===== config.mk =====
export PLATFORM = sky130hd
export DESIGN_NAME = mrd_switch_rdx2345
export DESIGN_NICKNAME = d
export VERILOG_FILES = /design/src/rtl/mrd_pkg.sv /design/src/rtl/mrd_switch_rdx2345.sv
export SDC_FILE = /design/constraint.sdc
export NUM_CORES = 1
export LEC_CHECK = 0
export BUFFER_PORTS_ARGS = -buffer_cell sky130_fd_sc_hd__buf_2
export CORE_AREA = 8 8 391 393
export DETAILED_ROUTE_END_ITERATION = 10
export DIE_AREA = 0 0 399 401
export SYNTH_ARGS = -nofsm -noshare
export SYNTH_HDL_FRONTEND = slang
export SYNTH_SLANG_ARGS = --single-unit

===== constraint.sdc =====
create_clock -name vclk -period 0.9
set_input_delay 0.09 -clock vclk [all_inputs]
set_output_delay 0.09 -clock vclk [all_outputs]
set_load 0.05 [all_outputs]

===== src/rtl/mrd_pkg.sv =====
package mrd_pkg;

localparam int MRD_LANES = 5;
localparam int MRD_CW    = 14; // Fractional bits of the coefficients

typedef struct packed {
	logic signed [15:0] im;
	logic signed [15:0] re;
} mrd_sample_t;

// APB data word seen either raw or as a complex sample
typedef union packed {
	logic [31:0] raw;
	mrd_sample_t smp;
} mrd_sample_u;

typedef mrd_sample_t [MRD_LANES-1:0] mrd_group_t;

typedef struct packed {
	logic       valid;
	logic [2:0] factor;    // Radix 2 to 5
	logic [4:0] bank_addr;
	mrd_group_t data;
} mrd_xfer_t;

// round(16384 * cos(2*pi*j/r)), rows r = 2..5, columns j = 0..4
localparam logic signed [17:0] mrd_cos [2:5][0:4] = '{
	'{18'sd16384, -18'sd16384, 18'sd16384, -18'sd16384, 18'sd16384},
	'{18'sd16384, -18'sd8192, -18'sd8192, 18'sd16384, -18'sd8192},
	'{18'sd16384, 18'sd0, -18'sd16384, 18'sd0, 18'sd16384},
	'{18'sd16384, 18'sd5063, -18'sd13255, -18'sd13255, 18'sd5063}
};

// round(16384 * sin(2*pi*j/r))
localparam logic signed [17:0] mrd_sin [2:5][0:4] = '{
	'{18'sd0, 18'sd0, 18'sd0, 18'sd0, 18'sd0},
	'{18'sd0, 18'sd14189, -18'sd14189, 18'sd0, 18'sd14189},
	'{18'sd0, 18'sd16384, 18'sd0, -18'sd16384, 18'sd0},
	'{18'sd0, 18'sd15582, 18'sd9630, -18'sd9630, -18'sd15582}
};

// APB map
localparam logic [11:0] MRD_REG_CTRL   = 12'h000;
localparam logic [11:0] MRD_REG_STATUS = 12'h004;
localparam logic [11:0] MRD_BANK0_BASE = 12'h400;
localparam logic [11:0] MRD_BANK1_BASE = 12'h800;

endpackage


===== src/rtl/mrd_switch_rdx2345.sv =====
`timescale 1ns/1ps

module mrd_switch_rdx2345 (
	input  logic               sw,
	input  mrd_pkg::mrd_xfer_t from_mem0,
	input  mrd_pkg::mrd_xfer_t from_mem1,
	input  mrd_pkg::mrd_xfer_t from_rdx2345,
	output mrd_pkg::mrd_xfer_t to_mem0,
	output mrd_pkg::mrd_xfer_t to_mem1,
	output mrd_pkg::mrd_xfer_t to_rdx2345
);

// Source bank feeds the engine
assign to_rdx2345 = (sw) ? from_mem1 : from_mem0;

// Result goes to the other bank, the idle side sees all zero
assign to_mem0 = (sw) ? from_rdx2345 : '0;
assign to_mem1 = (sw) ? '0 : from_rdx2345;

endmodule


==> run_results.csv <==
group,metric,value,unit
floorplanning,fp.dieW,399,um
routing,detail-route-antenna-nets,0,
floorplanning,ios,1015,
yosys,synth_cells,563,
placed_design,io_buffers,1015,
finish,postLayoutCellArea,0.0207,mm2
worst_setup_path,crit_cells,5,
timing,timing.fmax,0.774,GHz
worst_setup_path,cp-startpoint,"sw",
worst_setup_path,critPathTopFamily,"buffers and inverters",
timing,relSlewSlack,71.4,%
outcome,outcome,"finished with violations",
global_routing,track_usage,12.7,%
timing,fin_tns_setup,-114.14,ns
worst_setup_path,crit_chain,"bufbuf_16 > buf_6 > buf_16 > mux2_4 > buf_6",
power_and_ir_drop,power_leakage,9.93,nW
placed_design,place_area,0.0155,mm2
floorplanning,start_util,3.24,%
finish,final-seq-area,0,um2
timing,finalHoldViolCount,0,
power_and_ir_drop,intPower,7.14,mW
placed_design,place_ws,-0.618,ns
power_and_ir_drop,vdd_ir_drop_max,327,uV
routing,m1WireLength,43.6,mm
worst_setup_path,endpoint,"to_rdx2345[119]",
worst_hold_path,hold_class,"in2out",
worst_setup_path,cp.buffers_inverters,4,
yosys,yosysUniqueCellTypes,8,
global_routing,grt_pass1_vias,9504,
worst_setup_path,critical_path_class,"in2out",
floorplanning,row_count,141,
finish,num-fill-cells,16480,
timing,min_period,1.29,ns
yosys,synth_seq_area_share,0,%
yosys,ys_warn_count,0,
power_and_ir_drop,p_comb_share,100.0,%
timing,tightest_slew,0.432,ns
placed_design,post-dp-hpwl,100,mm
worst_setup_path,cp.required,0.81,ns
routing,viasPerCell,2.71,
outcome,violations,"setup timing",
worst_setup_path,worstPathArrival,1.20,ns
yosys,syn_area_per_cell,8.45,um2
power_and_ir_drop,power.share.clock,0,%
worst_setup_path,cp_max_fo,8,
worst_setup_path,critPathMaxStageDelay,0.32,ns
routing,routed-wl-met2,52.0,mm
global_routing,grt_overflow,0,
routing,drt_first_pass_iters,4,
job,maxCapViolations,0,
routing,vias,9754,
yosys,synth_top_area_cell,"mux2_4",
finish,nNetsFinal,2152,
routing,drc,0,
yosys,synth_fp_nets,1071,
global_routing,grt_max_degree,32,
timing,setup_viol,505,
routing,drt_iter0_drc,453,
global_routing,antenna_found_initial,132,
global_routing,grt_pass1_wl,129,mm
finish,area_growth,335,%
timing,worst_slack,-0.391,ns
floorplanning,dieArea,0.160,mm2
power_and_ir_drop,p_per_area,806,mW/mm2
floorplanning,chipHeight,401,um
finish,nClkBuffers,0,
yosys,synth_top_area_share,31.5,%
floorplanning,core_area,0.147,mm2
worst_setup_path,cp_slowest_cell,"mux2_4",
timing,rsz0062_at_grt,"yes",
power_and_ir_drop,p_total,16.7,mW
finish,final_core_util,14.1,%
yosys,synth_area,0.00476,mm2
worst_setup_path,cp-start-kind,"primary input",
routing,wl,112,mm
routing,dr_wl_met3,13.2,mm
worst_setup_path,cpMostUsedCell,"buf_6",
power_and_ir_drop,p_sw_share,57.2,%
finish,drive_gt1_share,100,%
timing,report.final.slew_viol_count,0,
finish,seq_cells,0,
placed_design,gp_routability_congestion,0.972,
routing,routedWlPerCell,31.1,um
power_and_ir_drop,power_frac_seq,0,%
routing,top_layer_used,"met5",
timing,post-route-period-util,143,%
worst_setup_path,cp-end-kind,"output pin",
yosys,synth_area_leaders,"mux2_4 (32%), and2_1 (22%), nor2b_1 (22%), mux2_2 (16%), buf_8 (3.5%)",
power_and_ir_drop,p_switching,9.54,mW
==> worst min path at each step <==
stage	startpoint	to	slack, ns	depth (start not counted)
2_1_floorplan	from_rdx2345[0]	to_mem1[0]	0.34	1
3_3_place_gp	from_rdx2345[45]	to_mem0[45]	0.54	3
3_5_place_dp	from_rdx2345[38]	to_mem0[38]	0.55	3
4_1_cts	from_mem0[94]	to_rdx2345[94]	0.53	3
5_1_grt	from_mem1[145]	to_rdx2345[145]	0.54	3
6_report	from_mem1[135]	to_rdx2345[135]	0.53	3
==> stage by stage <==
stage               hold slack (ns)  std cells
detailed placement            0.546       3503
finish                        0.531       3600
CTS                           0.534       3536
global route                  0.539       3583
floorplan                     0.337        563
global placement              0.544       3503
==> final cells by class <==
class,instances,area (um2),share of cell area [%]
multi-input cells,507,6160,29.8
well taps,1930,2410,11.7
repair buffers,1135,12000,58.2
diodes,28,70.1,0.339
==> layout by cell type, fill, tap and decap left out, drive strengths merged <==
master	synthesis	layout
diode	0	28
nor2b	169	169
and2	169	169
mux2	169	169
clkbuf	24	17
bufbuf	0	4
buf	32	1114
==> cell families (layout without fill, tap and decap cells) <==
| logic type | Yosys count | count (layout) | share of synthesized area (%) |
|---|---|---|---|
| buffers and inverters | 56 | 1135 | 7.70 |
| AND/OR/NAND/NOR | 338 | 338 | 44.4 |
| multiplexers | 169 | 169 | 47.9 |
| other | 0 | 28 | 0 |
==> cells in the mapped netlist <==
library cell / n
mux2_2: 69
buf_6: 1
buf_8: 11
mux2_4: 100
clkbuf_1: 24
buf_2: 20
and2_1: 169
nor2b_1: 169
==> power groups by stage <==
stage / Clock, mW / Combinational [mW] / Sequential, mW
after floorplan: 0 / 7.73 / 0
after global placement: 0 / 13.6 / 0
after detailed placement: 0 / 13.7 / 0
after CTS: 0 / 15.2 / 0
after global routing: 0.00000165 / 17.1 / 0
final: 0.00000408 / 16.7 / 0
==> routing by layer <==
metal  GRT usage (%)  up-vias
met3            5.53      268
met4           0.491       82
met1            15.6     4547
li1                -     4032
met2            21.5      825
met5               0        -
==> timing repair <==
action	4_1_cts	5_1_grt
cloned	17	18
resized for setup	488	858
hold buffers	0	0
buffers inserted	16	22
pin swaps	0	1
endpoints found under the setup margin	507	506
No activity file was read; power rests on OpenSTA's default activity.
