`config.mk`:
```
export PLATFORM = sky130hd
export DESIGN_NAME = mrd_pass_ctrl
export DESIGN_NICKNAME = d
export VERILOG_FILES = /design/src/rtl/mrd_pkg.sv /design/src/rtl/mrd_pass_ctrl.sv
export SDC_FILE = /design/constraint.sdc
export NUM_CORES = 1
export LEC_CHECK = 0
export ABC_CLOCK_PERIOD_IN_PS = 2630
export BUFFER_PORTS_ARGS = -buffer_cell sky130_fd_sc_hd__buf_2
export CORE_AREA = 2 2 66 68
export DETAILED_ROUTE_END_ITERATION = 10
export DIE_AREA = 0 0 68 70
export PLACE_DENSITY = 0.78
export SYNTH_ARGS = -nofsm -noshare
export SYNTH_HDL_FRONTEND = slang
export SYNTH_SLANG_ARGS = --single-unit
```
`constraint.sdc`:
```
create_clock -name clk -period 2.63 [get_ports clk]
set_input_delay 0.526 -clock clk [delete_from_list [all_inputs] [get_ports clk]]
set_output_delay 0.526 -clock clk [all_outputs]
set_load 0.005 [all_outputs]
```
`src/rtl/mrd_pkg.sv`:
```
package mrd_pkg;

localparam int MRD_LANES = 5;
localparam int MRD_CW    = 14; // Fractional bits of the coefficients

typedef struct packed {
	logic signed [15:0] im;
	logic signed [15:0] re;
} mrd_sample_t;

// APB data word seen either raw or as a complex sample
typedef union packed {
	logic [31:0] raw;
	mrd_sample_t smp;
} mrd_sample_u;

typedef mrd_sample_t [MRD_LANES-1:0] mrd_group_t;

typedef struct packed {
	logic       valid;
	logic [2:0] factor;    // Radix 2 to 5
	logic [4:0] bank_addr;
	mrd_group_t data;
} mrd_xfer_t;

// round(16384 * cos(2*pi*j/r)), rows r = 2..5, columns j = 0..4
localparam logic signed [17:0] mrd_cos [2:5][0:4] = '{
	'{18'sd16384, -18'sd16384, 18'sd16384, -18'sd16384, 18'sd16384},
	'{18'sd16384, -18'sd8192, -18'sd8192, 18'sd16384, -18'sd8192},
	'{18'sd16384, 18'sd0, -18'sd16384, 18'sd0, 18'sd16384},
	'{18'sd16384, 18'sd5063, -18'sd13255, -18'sd13255, 18'sd5063}
};

// round(16384 * sin(2*pi*j/r))
localparam logic signed [17:0] mrd_sin [2:5][0:4] = '{
	'{18'sd0, 18'sd0, 18'sd0, 18'sd0, 18'sd0},
	'{18'sd0, 18'sd14189, -18'sd14189, 18'sd0, 18'sd14189},
	'{18'sd0, 18'sd16384, 18'sd0, -18'sd16384, 18'sd0},
	'{18'sd0, 18'sd15582, 18'sd9630, -18'sd9630, -18'sd15582}
};

// APB map
localparam logic [11:0] MRD_REG_CTRL   = 12'h000;
localparam logic [11:0] MRD_REG_STATUS = 12'h004;
localparam logic [11:0] MRD_BANK0_BASE = 12'h400;
localparam logic [11:0] MRD_BANK1_BASE = 12'h800;

endpackage

```
`src/rtl/mrd_pass_ctrl.sv`:
```
`timescale 1ns/1ps

module mrd_pass_ctrl #(
	parameter int GROUPS = 32
) (
	input  logic        clk,
	input  logic        arst_n,
	input  logic        psel,
	input  logic        penable,
	input  logic        pwrite,
	input  logic        reg_sel,
	input  logic        bank_sel,
	input  logic [11:0] paddr,
	input  logic [31:0] pwdata,
	output logic [31:0] reg_rdata,
	output logic        pslverr,
	output logic        bank_wr_ok,
	output logic        rd_en,
	output logic [4:0]  rd_addr,
	output logic [2:0]  factor,
	output logic        sw
);

logic       busy;
logic [2:0] radix;
logic [5:0] count;
logic [4:0] wr_cnt;
logic [2:0] vld_sr;    // rd_en seen at bank out, stage 1, stage 2
logic       acc;
logic       ctrl_hit;
logic       ctrl_wr;
logic [2:0] new_radix;
logic [5:0] new_count;
logic       fields_ok;
logic       start_ok;
logic       start_bad;

assign acc       = psel & penable;
assign ctrl_hit  = acc & reg_sel & pwrite & (paddr == mrd_pkg::MRD_REG_CTRL);
assign ctrl_wr   = ctrl_hit & ~busy; // CTRL is frozen during a pass
assign new_radix = pwdata[6:4];
assign new_count = pwdata[13:8];

assign fields_ok = (new_radix >= 3'd2) && (new_radix <= 3'd5) &&
                   (new_count != 6'd0) && (int'(new_count) <= GROUPS);
assign start_ok  = ctrl_wr & pwdata[0] & fields_ok;
assign start_bad = ctrl_hit & pwdata[0] & ~fields_ok;

assign pslverr    = start_bad | (acc & bank_sel & busy);
assign bank_wr_ok = ~busy;
assign factor     = radix;

always_comb begin
	reg_rdata = '0;
	if (paddr == mrd_pkg::MRD_REG_STATUS) begin
		reg_rdata[1:0] = {sw, busy};
	end else begin
		reg_rdata[6:4]  = radix;
		reg_rdata[13:8] = count;
	end
end

// Plain writes store the fields, a start only with legal fields
always_ff @(posedge clk or negedge arst_n) begin
	if (!arst_n) begin
		radix <= '0;
		count <= '0;
	end else if (ctrl_wr && (!pwdata[0] || fields_ok)) begin
		radix <= new_radix;
		count <= new_count;
	end
end

always_ff @(posedge clk or negedge arst_n) begin
	if (!arst_n) begin
		busy    <= 1'b0;
		sw      <= 1'b0;
		rd_en   <= 1'b0;
		rd_addr <= '0;
		wr_cnt  <= '0;
		vld_sr  <= '0;
	end else begin
		vld_sr <= {vld_sr[1:0], rd_en};
		if (start_ok) begin
			busy    <= 1'b1;
			rd_en   <= 1'b1;
			rd_addr <= '0;
			wr_cnt  <= '0;
		end else if (rd_en) begin
			if ({1'b0, rd_addr} == count - 6'd1) begin
				rd_en <= 1'b0;
			end else begin
				rd_addr <= rd_addr + 5'd1;
			end
		end
		if (vld_sr[2]) begin // Engine result written this cycle
			if ({1'b0, wr_cnt} == count - 6'd1) begin
				busy   <= 1'b0;
				sw     <= ~sw;
				wr_cnt <= '0;
			end else begin
				wr_cnt <= wr_cnt + 5'd1;
			end
		end
	end
end

endmodule

```
==> impl_metrics.ini, run 1 <==
[sta]
worst-slew-pin-transition_ns = 0.561
rsz0062_at_grt = no
fin_worst_skew_ns = 0.00567
report.final.slew_viol_count = 0
final_count_of_negative_setup_slack_endpoints = 0
slew-limit-headroom = 0.626
timing.final.hold_violations = 0
fin_crit_sh = 0.943
setup-tns-final_ns = 0
hold_ws_ns = 0.237
post-route-min-period_ns = 2.48
max_clock_freq_mhz = 403

[clock_tree]
cts.reportedPaths.clkPinSlew_ns = 0.09
ctsHtreeMaxLevel = 1
ctsResizeCount = 0
tritoncts_num_sinks = 25
tritoncts = yes
cts_inserted_buffers = 3
cts-root-to-sink-buffers = 2
cts_hold_repair.buffers = 0
cts_setup_buffers = 0
clock_tree_root_buffer_cell = sky130_fd_sc_hd__clkbuf_8
clk-insertion-delay-late_ns = 0.27

[worst_setup_path]
crit_path_top_delay_cell = sky130_fd_sc_hd__or4_1
levels_on_crit_path = 7
crit_chain = buf_2 -> or4_1 -> or3_1 -> nand3_2 -> nand2_1 -> o21ai_1 -> buf_2
critical-path-top-delay-family = simple AND/OR/NAND/NOR gates
max_fanout_on_critical_path = 2
cp_common_cell = sky130_fd_sc_hd__buf_2
timing.reg2reg.setup_slack_ns = 0.39
critPathCaptureType = primary output
critPathRequiredTime_ns = 2.10
reg2reg_to = rd_en
crit_buf_inv = 2
r2r_cells = 7
critPathLaunchType = primary input
critical_path.startpoint = pwdata[8]
cp-endpoint = pslverr
setup.worst_path.class = in -> out
cp.arrival_ns = 1.95
crit_path_max_incr_delay_ns = 0.54
r2r-start = count[1]

[yosys]
most_frequent_cells_after_synthesis = 25 x sky130_fd_sc_hd__dfrtp_1, 22 x sky130_fd_sc_hd__buf_4, 13 x sky130_fd_sc_hd__nor2_1, 12 x sky130_fd_sc_hd__xnor2_1, 9 x sky130_fd_sc_hd__mux2_1
ffs_latches_synth = 25
synth-seq-area-share = 0.356
netlist_top_cells_area = sky130_fd_sc_hd__dfrtp_1 36%, sky130_fd_sc_hd__buf_4 9.4%, sky130_fd_sc_hd__xnor2_1 6.0%
yosysTopAreaCellShare = 0.356
syn_area_per_cell_um2 = 9.98
synth.lib_cells_used.distinct = 48
synth.cell_area_um2 = 1760
synthMostInstantiatedCell = sky130_fd_sc_hd__dfrtp_1
yosysTopAreaCell = sky130_fd_sc_hd__dfrtp_1
number_of_enable_type_register_cells_in_the_synthesized_netlist = 0
async_flop_share = 1.00
ys.flop_type = sky130_fd_sc_hd__dfrtp_1
syn-instance-count = 176
yosysWarnings = 0

[pwr]
power.clock.fraction = 0.340
total_power_mw = 0.665
switchingPower_mw = 0.151
cellPowerDensity_nw_per_um2 = 328
power_frac_comb = 0.081
netSwitchingFraction = 0.228
power.ir.vdd_worst_mv = 0.290
power_report.internal_total_mw = 0.513
leakagePower_nw = 1.05
proportion_of_power_drawn_by_flip_flops_and_latches = 0.580

[die]
fp.dieArea_um2 = 4760
core-area_um2 = 4140
initial_core_util = 0.424
num_rows = 24
die-height_um = 70
die_w_um = 68
floorplan.io_pins = 95

[job]
timing.max_cap.violations = 0

[run_status]
outcome = finished clean

[final_layout]
finalCoreUtilization = 0.489
relative_area_change_from_synthesis_to_final_layout_pct = 15.4
diodes = 0
layout-drive-gt1-share = 0.320
fin_area_um2 = 2030
nNetsFinal = 283

[placed_design]
place.gp.congestion = 0.758
total_placed_instance_area_um2 = 1980
dp_hpwl_um = 2750
quantity_of_i_o_buffers_inserted_on_ports = 51

[global_route]
grt.total_usage = 0.154
grt.overflow.total = 0
grt_pass1_wl_um = 5690
antenna_found_initial = 0
via_count_of_the_first_global_routing_pass = 1253
grt_start_max_net_pins = 26

[route]
drt.antenna.violating_nets = 0
first_iter_violations = 27
drcViolationCount = 0
routed-via-count = 1386
vias_per_cell = 4.95
wl_per_cell_um = 12.4
detail_route.first_pass.iterations = 4
drt-total-wl_um = 3480

[min_path]
hp-class = in -> async
[stage by stage]
stage / setup slack [ns] / instances
floorplan: 0.399 / 196
detailed placement: 0.120 / 276
global placement: 0.125 / 276
CTS: 0.120 / 280
finish: 0.149 / 280
global route: 0.0424 / 280
[flip-flops by register name, summed over array words and instances (netlist names)]
name / count
vld_sr: 3
wr_cnt: 5
sw: 1
rd_en: 1
factor: 3
count: 6
busy: 1
rd_addr: 5
[power by group through the flow]
stage / sequential, mW / clock [mW] / combinational (mW)
2_1_floorplan: 0.393 / 0 / 0.0434
5_1_grt: 0.386 / 0.252 / 0.0641
3_3_place_gp: 0.393 / 0 / 0.0536
4_1_cts: 0.385 / 0.236 / 0.0546
6_report: 0.385 / 0.226 / 0.0536
3_5_place_dp: 0.393 / 0 / 0.0544
[cell usage in the layout, fill, tap and decap left out, types with 3 or more instances in the layout]
cell / n
sky130_fd_sc_hd__or2_1: 3
sky130_fd_sc_hd__ha_1: 3
sky130_fd_sc_hd__nand4_1: 4
sky130_fd_sc_hd__or3_1: 3
sky130_fd_sc_hd__nand2_1: 6
sky130_fd_sc_hd__inv_1: 8
sky130_fd_sc_hd__xnor2_1: 12
sky130_fd_sc_hd__buf_2: 51
sky130_fd_sc_hd__a21oi_1: 6
sky130_fd_sc_hd__mux2_1: 9
sky130_fd_sc_hd__o21ai_1: 3
sky130_fd_sc_hd__conb_1: 21
sky130_fd_sc_hd__nor2_1: 13
sky130_fd_sc_hd__xor2_1: 5
sky130_fd_sc_hd__clkbuf_8: 3
sky130_fd_sc_hd__nor2b_1: 3
sky130_fd_sc_hd__and2_1: 7
sky130_fd_sc_hd__a21oi_2: 3
sky130_fd_sc_hd__nand3_1: 3
sky130_fd_sc_hd__dfrtp_1: 25
[metal layers]
layer,GRT usage,vias up,part of all wire
li1,-,671,-
met4,0.0467,0,0.011
met3,0.0242,4,0.075
met1,0.197,654,0.43
met2,0.263,57,0.48
met5,0,-,0
[cells by family after synthesis]
group | synth area share
xor+xnor | 0.0848
mux | 0.0698
compound gates | 0.128
simple gates | 0.205
flops | 0.356
fa+ha+maj | 0.0214
buf+inv | 0.133
other cells | 0.00213
[worst reg2reg max path: stages, from the launching register on]
cell	delay, ns
sky130_fd_sc_hd__dfrtp_1	0.48
sky130_fd_sc_hd__inv_1	0.12
sky130_fd_sc_hd__ha_1	0.33
sky130_fd_sc_hd__xor2_1	0.16
sky130_fd_sc_hd__o211ai_1	0.15
sky130_fd_sc_hd__a2111oi_4	0.56
sky130_fd_sc_hd__a21boi_4	0.13
sky130_fd_sc_hd__or2_1	0.22
[worst min path at each step]
stage / from / end / slack, ns / cells after the start
after floorplan: arst_n / busy / 0.23 / 0
after global placement: vld_sr[0] / vld_sr[1] / 0.33 / 0
after detailed placement: vld_sr[0] / vld_sr[1] / 0.33 / 0
after CTS: arst_n / vld_sr[0] / 0.26 / 1
after global routing: arst_n / vld_sr[0] / 0.28 / 1
final: arst_n / rd_en / 0.24 / 1
[layout make-up]
class / instances / area [um^2]
Timing Repair Buffer: 53 / 270
Clock inverter: 1 / 5.00
Clock buffer: 3 / 41.3
Inverter: 9 / 47.5
Multi-Input combinational cell: 137 / 972
Tap cell: 52 / 65.1
Fill cell: 399 / 2120
Sequential cell: 25 / 626
Note: power is estimated with default switching activity, not from simulation.
==> run 2, diff against run 1 <==
==> config.mk (replaced) <==
export PLATFORM = sky130hd
export DESIGN_NAME = mrd_pass_ctrl
export DESIGN_NICKNAME = d
export VERILOG_FILES = /design/src/rtl/mrd_pkg.sv /design/src/rtl/mrd_pass_ctrl.sv
export SDC_FILE = /design/constraint.sdc
export NUM_CORES = 1
export LEC_CHECK = 0
export ABC_CLOCK_PERIOD_IN_PS = 2000
export BUFFER_PORTS_ARGS = -buffer_cell sky130_fd_sc_hd__buf_2
export CORE_AREA = 2 2 69 71
export DETAILED_ROUTE_END_ITERATION = 10
export DIE_AREA = 0 0 71 73
export PLACE_DENSITY = 0.75
export SYNTH_ARGS = -nofsm -noshare
export SYNTH_HDL_FRONTEND = slang
export SYNTH_SLANG_ARGS = --single-unit
==> constraint.sdc (replaced) <==
create_clock -name clk -period 2 [get_ports clk]
set_input_delay 0.4 -clock clk [delete_from_list [all_inputs] [get_ports clk]]
set_output_delay 0.4 -clock clk [all_outputs]
set_load 0.005 [all_outputs]
==> run 2 against run 1 <==
  * Via count grew 5.7%
  * The flow now finishes with violations (setup timing)
  * Register-to-register slack lost 0.32 ns
  * Worst hold slack lost 0.13 ns
  * Final area grew 11%
  * Cell count grew 7.1%
  * Die area grew 8.9%
  * First-iteration DRC count grew 7.4%
  * Largest power group unchanged
  * Global-route usage shrank 1.2 points
  * Combinational power grew 60%
  * Power grew 33%
==> impl_metrics.ini, run 2 (same netlist as run 1, synthesis figures left out) <==
[run_status]
outcome = complete, but fails checks
violations_in_the_final_reports = setup timing

[worst_setup_path]
cp.arrival_ns = 1.78
critPathRequiredTime_ns = 1.60
critPathCaptureType = primary output
setup.worst_path.class = in -> out
max_fanout_on_critical_path = 2
critPathLaunchType = primary input

[pwr]
power.ir.vdd_worst_mv = 0.257
cellPowerDensity_nw_per_um2 = 393
leakagePower_nw = 1.17
total_power_mw = 0.884

[sta]
fin_crit_sh = 1.09
rsz0062_at_grt = yes
final_count_of_negative_setup_slack_endpoints = 1
postLayoutSetupSlackWorst_ns = -0.176
max_clock_freq_mhz = 460
post-route-min-period_ns = 2.18
setup-tns-final_ns = -0.176
timing.final.hold_violations = 0
worst-slew-pin-transition_ns = 0.547
fin_worst_skew_ns = 0.00418
slew-limit-headroom = 0.635
report.final.slew_viol_count = 0

[final_layout]
max_ffs_per_register = 6
layout.cells.most_common = sky130_fd_sc_hd__buf_2
mostFrequentLayoutCells = 49 x sky130_fd_sc_hd__buf_2, 24 x sky130_fd_sc_hd__dfrtp_1, 21 x sky130_fd_sc_hd__conb_1, 20 x sky130_fd_sc_hd__buf_4, 13 x sky130_fd_sc_hd__nor2_1
finalCoreUtilization = 0.496
nNetsFinal = 301
max_flop_register = count
layout-drive-gt1-share = 0.419
biggestRegsByFlops = count: 6 flops, rd_addr: 5 flops, wr_cnt: 5 flops
stdcell_count = 300
diodes = 0
relative_area_change_from_synthesis_to_final_layout_pct = 28.1

[placed_design]
place_worst_setup_slack_ns = -0.216
dp_hpwl_um = 2870
place.gp.congestion = 0.837
placed_instances = 290
quantity_of_i_o_buffers_inserted_on_ports = 51

[clock_tree]
tritoncts = yes
clock_tree_root_buffer_cell = sky130_fd_sc_hd__clkbuf_8
cts.reportedPaths.clkPinSlew_ns = 0.08
cts-root-to-sink-buffers = 2
cts_hold_repair.buffers = 0
clk-insertion-delay-late_ns = 0.27
tritoncts_num_sinks = 25
ctsHtreeMaxLevel = 1
cts_inserted_buffers = 3

[route]
drt-total-wl_um = 3660
routed-via-count = 1465
drcViolationCount = 0
first_iter_violations = 29
vias_per_cell = 4.88
drt.antenna.violating_nets = 0
detail_route.first_pass.iterations = 4
wl_per_cell_um = 12.2

[die]
floorplan.io_pins = 95
die_w_um = 71
core-area_um2 = 4540
num_rows = 25
initial_core_util = 0.387
die-height_um = 73
fp.dieArea_um2 = 5180

[global_route]
via_count_of_the_first_global_routing_pass = 1337
grt_start_max_net_pins = 26
grt_pass1_wl_um = 5840
antenna_found_initial = 0
grt.total_usage = 0.143
grt.overflow.total = 0

[job]
timing.max_cap.violations = 0

[min_path]
hp-class = in -> async
==> run 2: cell count changes in the layout (fill, tap and decap cells not counted), moves of 2 or more <==
| cell | previous run | this run |
|---|---|---|
| sky130_fd_sc_hd__nand2_1 | 6 | 4 |
| sky130_fd_sc_hd__buf_2 | 51 | 49 |
| sky130_fd_sc_hd__buf_6 | 0 | 2 |
| sky130_fd_sc_hd__buf_4 | 2 | 20 |
==> run 2: area by class of cell <==
type / instances / area [um^2]
Clock buffer: 4 / 45.0
Tap cell: 54 / 67.6
Multi-Input combinational cell: 137 / 1050
Fill cell: 430 / 2280
Timing Repair Buffer: 71 / 418
Sequential cell: 25 / 627
Inverter: 9 / 47.5
==> run 2: routing by layer <==
| layer | share of wire | up-vias | track usage |
|---|---|---|---|
| li1 | - | 709 | - |
| met1 | 0.40 | 687 | 0.154 |
| met2 | 0.51 | 64 | 0.273 |
| met3 | 0.073 | 5 | 0.0249 |
| met4 | 0.015 | 0 | 0.0587 |
| met5 | 0 | - | 0 |
==> run 2: worst paths after layout <==
path / startpoint / to / slack (ns) / cells after the start
hold / removal: arst_n / count[1] / 0.11 / 1
setup reg to reg: count[0] / rd_en / 0.07 / 8
setup / recovery: pwdata[8] / pslverr / -0.18 / 7
max in group asynchronous: arst_n / count[0] / 1.50 / 1
min in group clk: pwdata[4] / factor[0] / 0.34 / 2
hold reg to reg: vld_sr[0] / vld_sr[1] / 0.36 / 0
==> run 2: repair_timing <==
action	in CTS	in global routing
buffers inserted	0	6
gates resized for setup	3	10
pin swaps	0	4
setup endpoints to repair	1	19
==> run 2: report_power, final <==
group,total (mW),switching (mW),internal (mW)
sequential,0.507,0.00102,0.506
clock,0.292,0.149,0.142
combinational,0.0859,0.0456,0.0403
==> run 2: critical path: stages <==
cell	delay [ns]
sky130_fd_sc_hd__buf_6	0.09
sky130_fd_sc_hd__or4_4	0.53
sky130_fd_sc_hd__or3_4	0.35
sky130_fd_sc_hd__nand3_4	0.09
sky130_fd_sc_hd__nand2_2	0.08
sky130_fd_sc_hd__o21ai_1	0.12
sky130_fd_sc_hd__buf_2	0.12
==> run 2: per-stage QoR <==
step | instance area, um^2 | hold WS, ns
5_1_grt | 2250 | 0.149
3_3_place_gp | 2100 | 0.332
4_1_cts | 2160 | 0.132
2_1_floorplan | 1860 | 0.104
3_5_place_dp | 2100 | 0.343
6_report | 2250 | 0.111
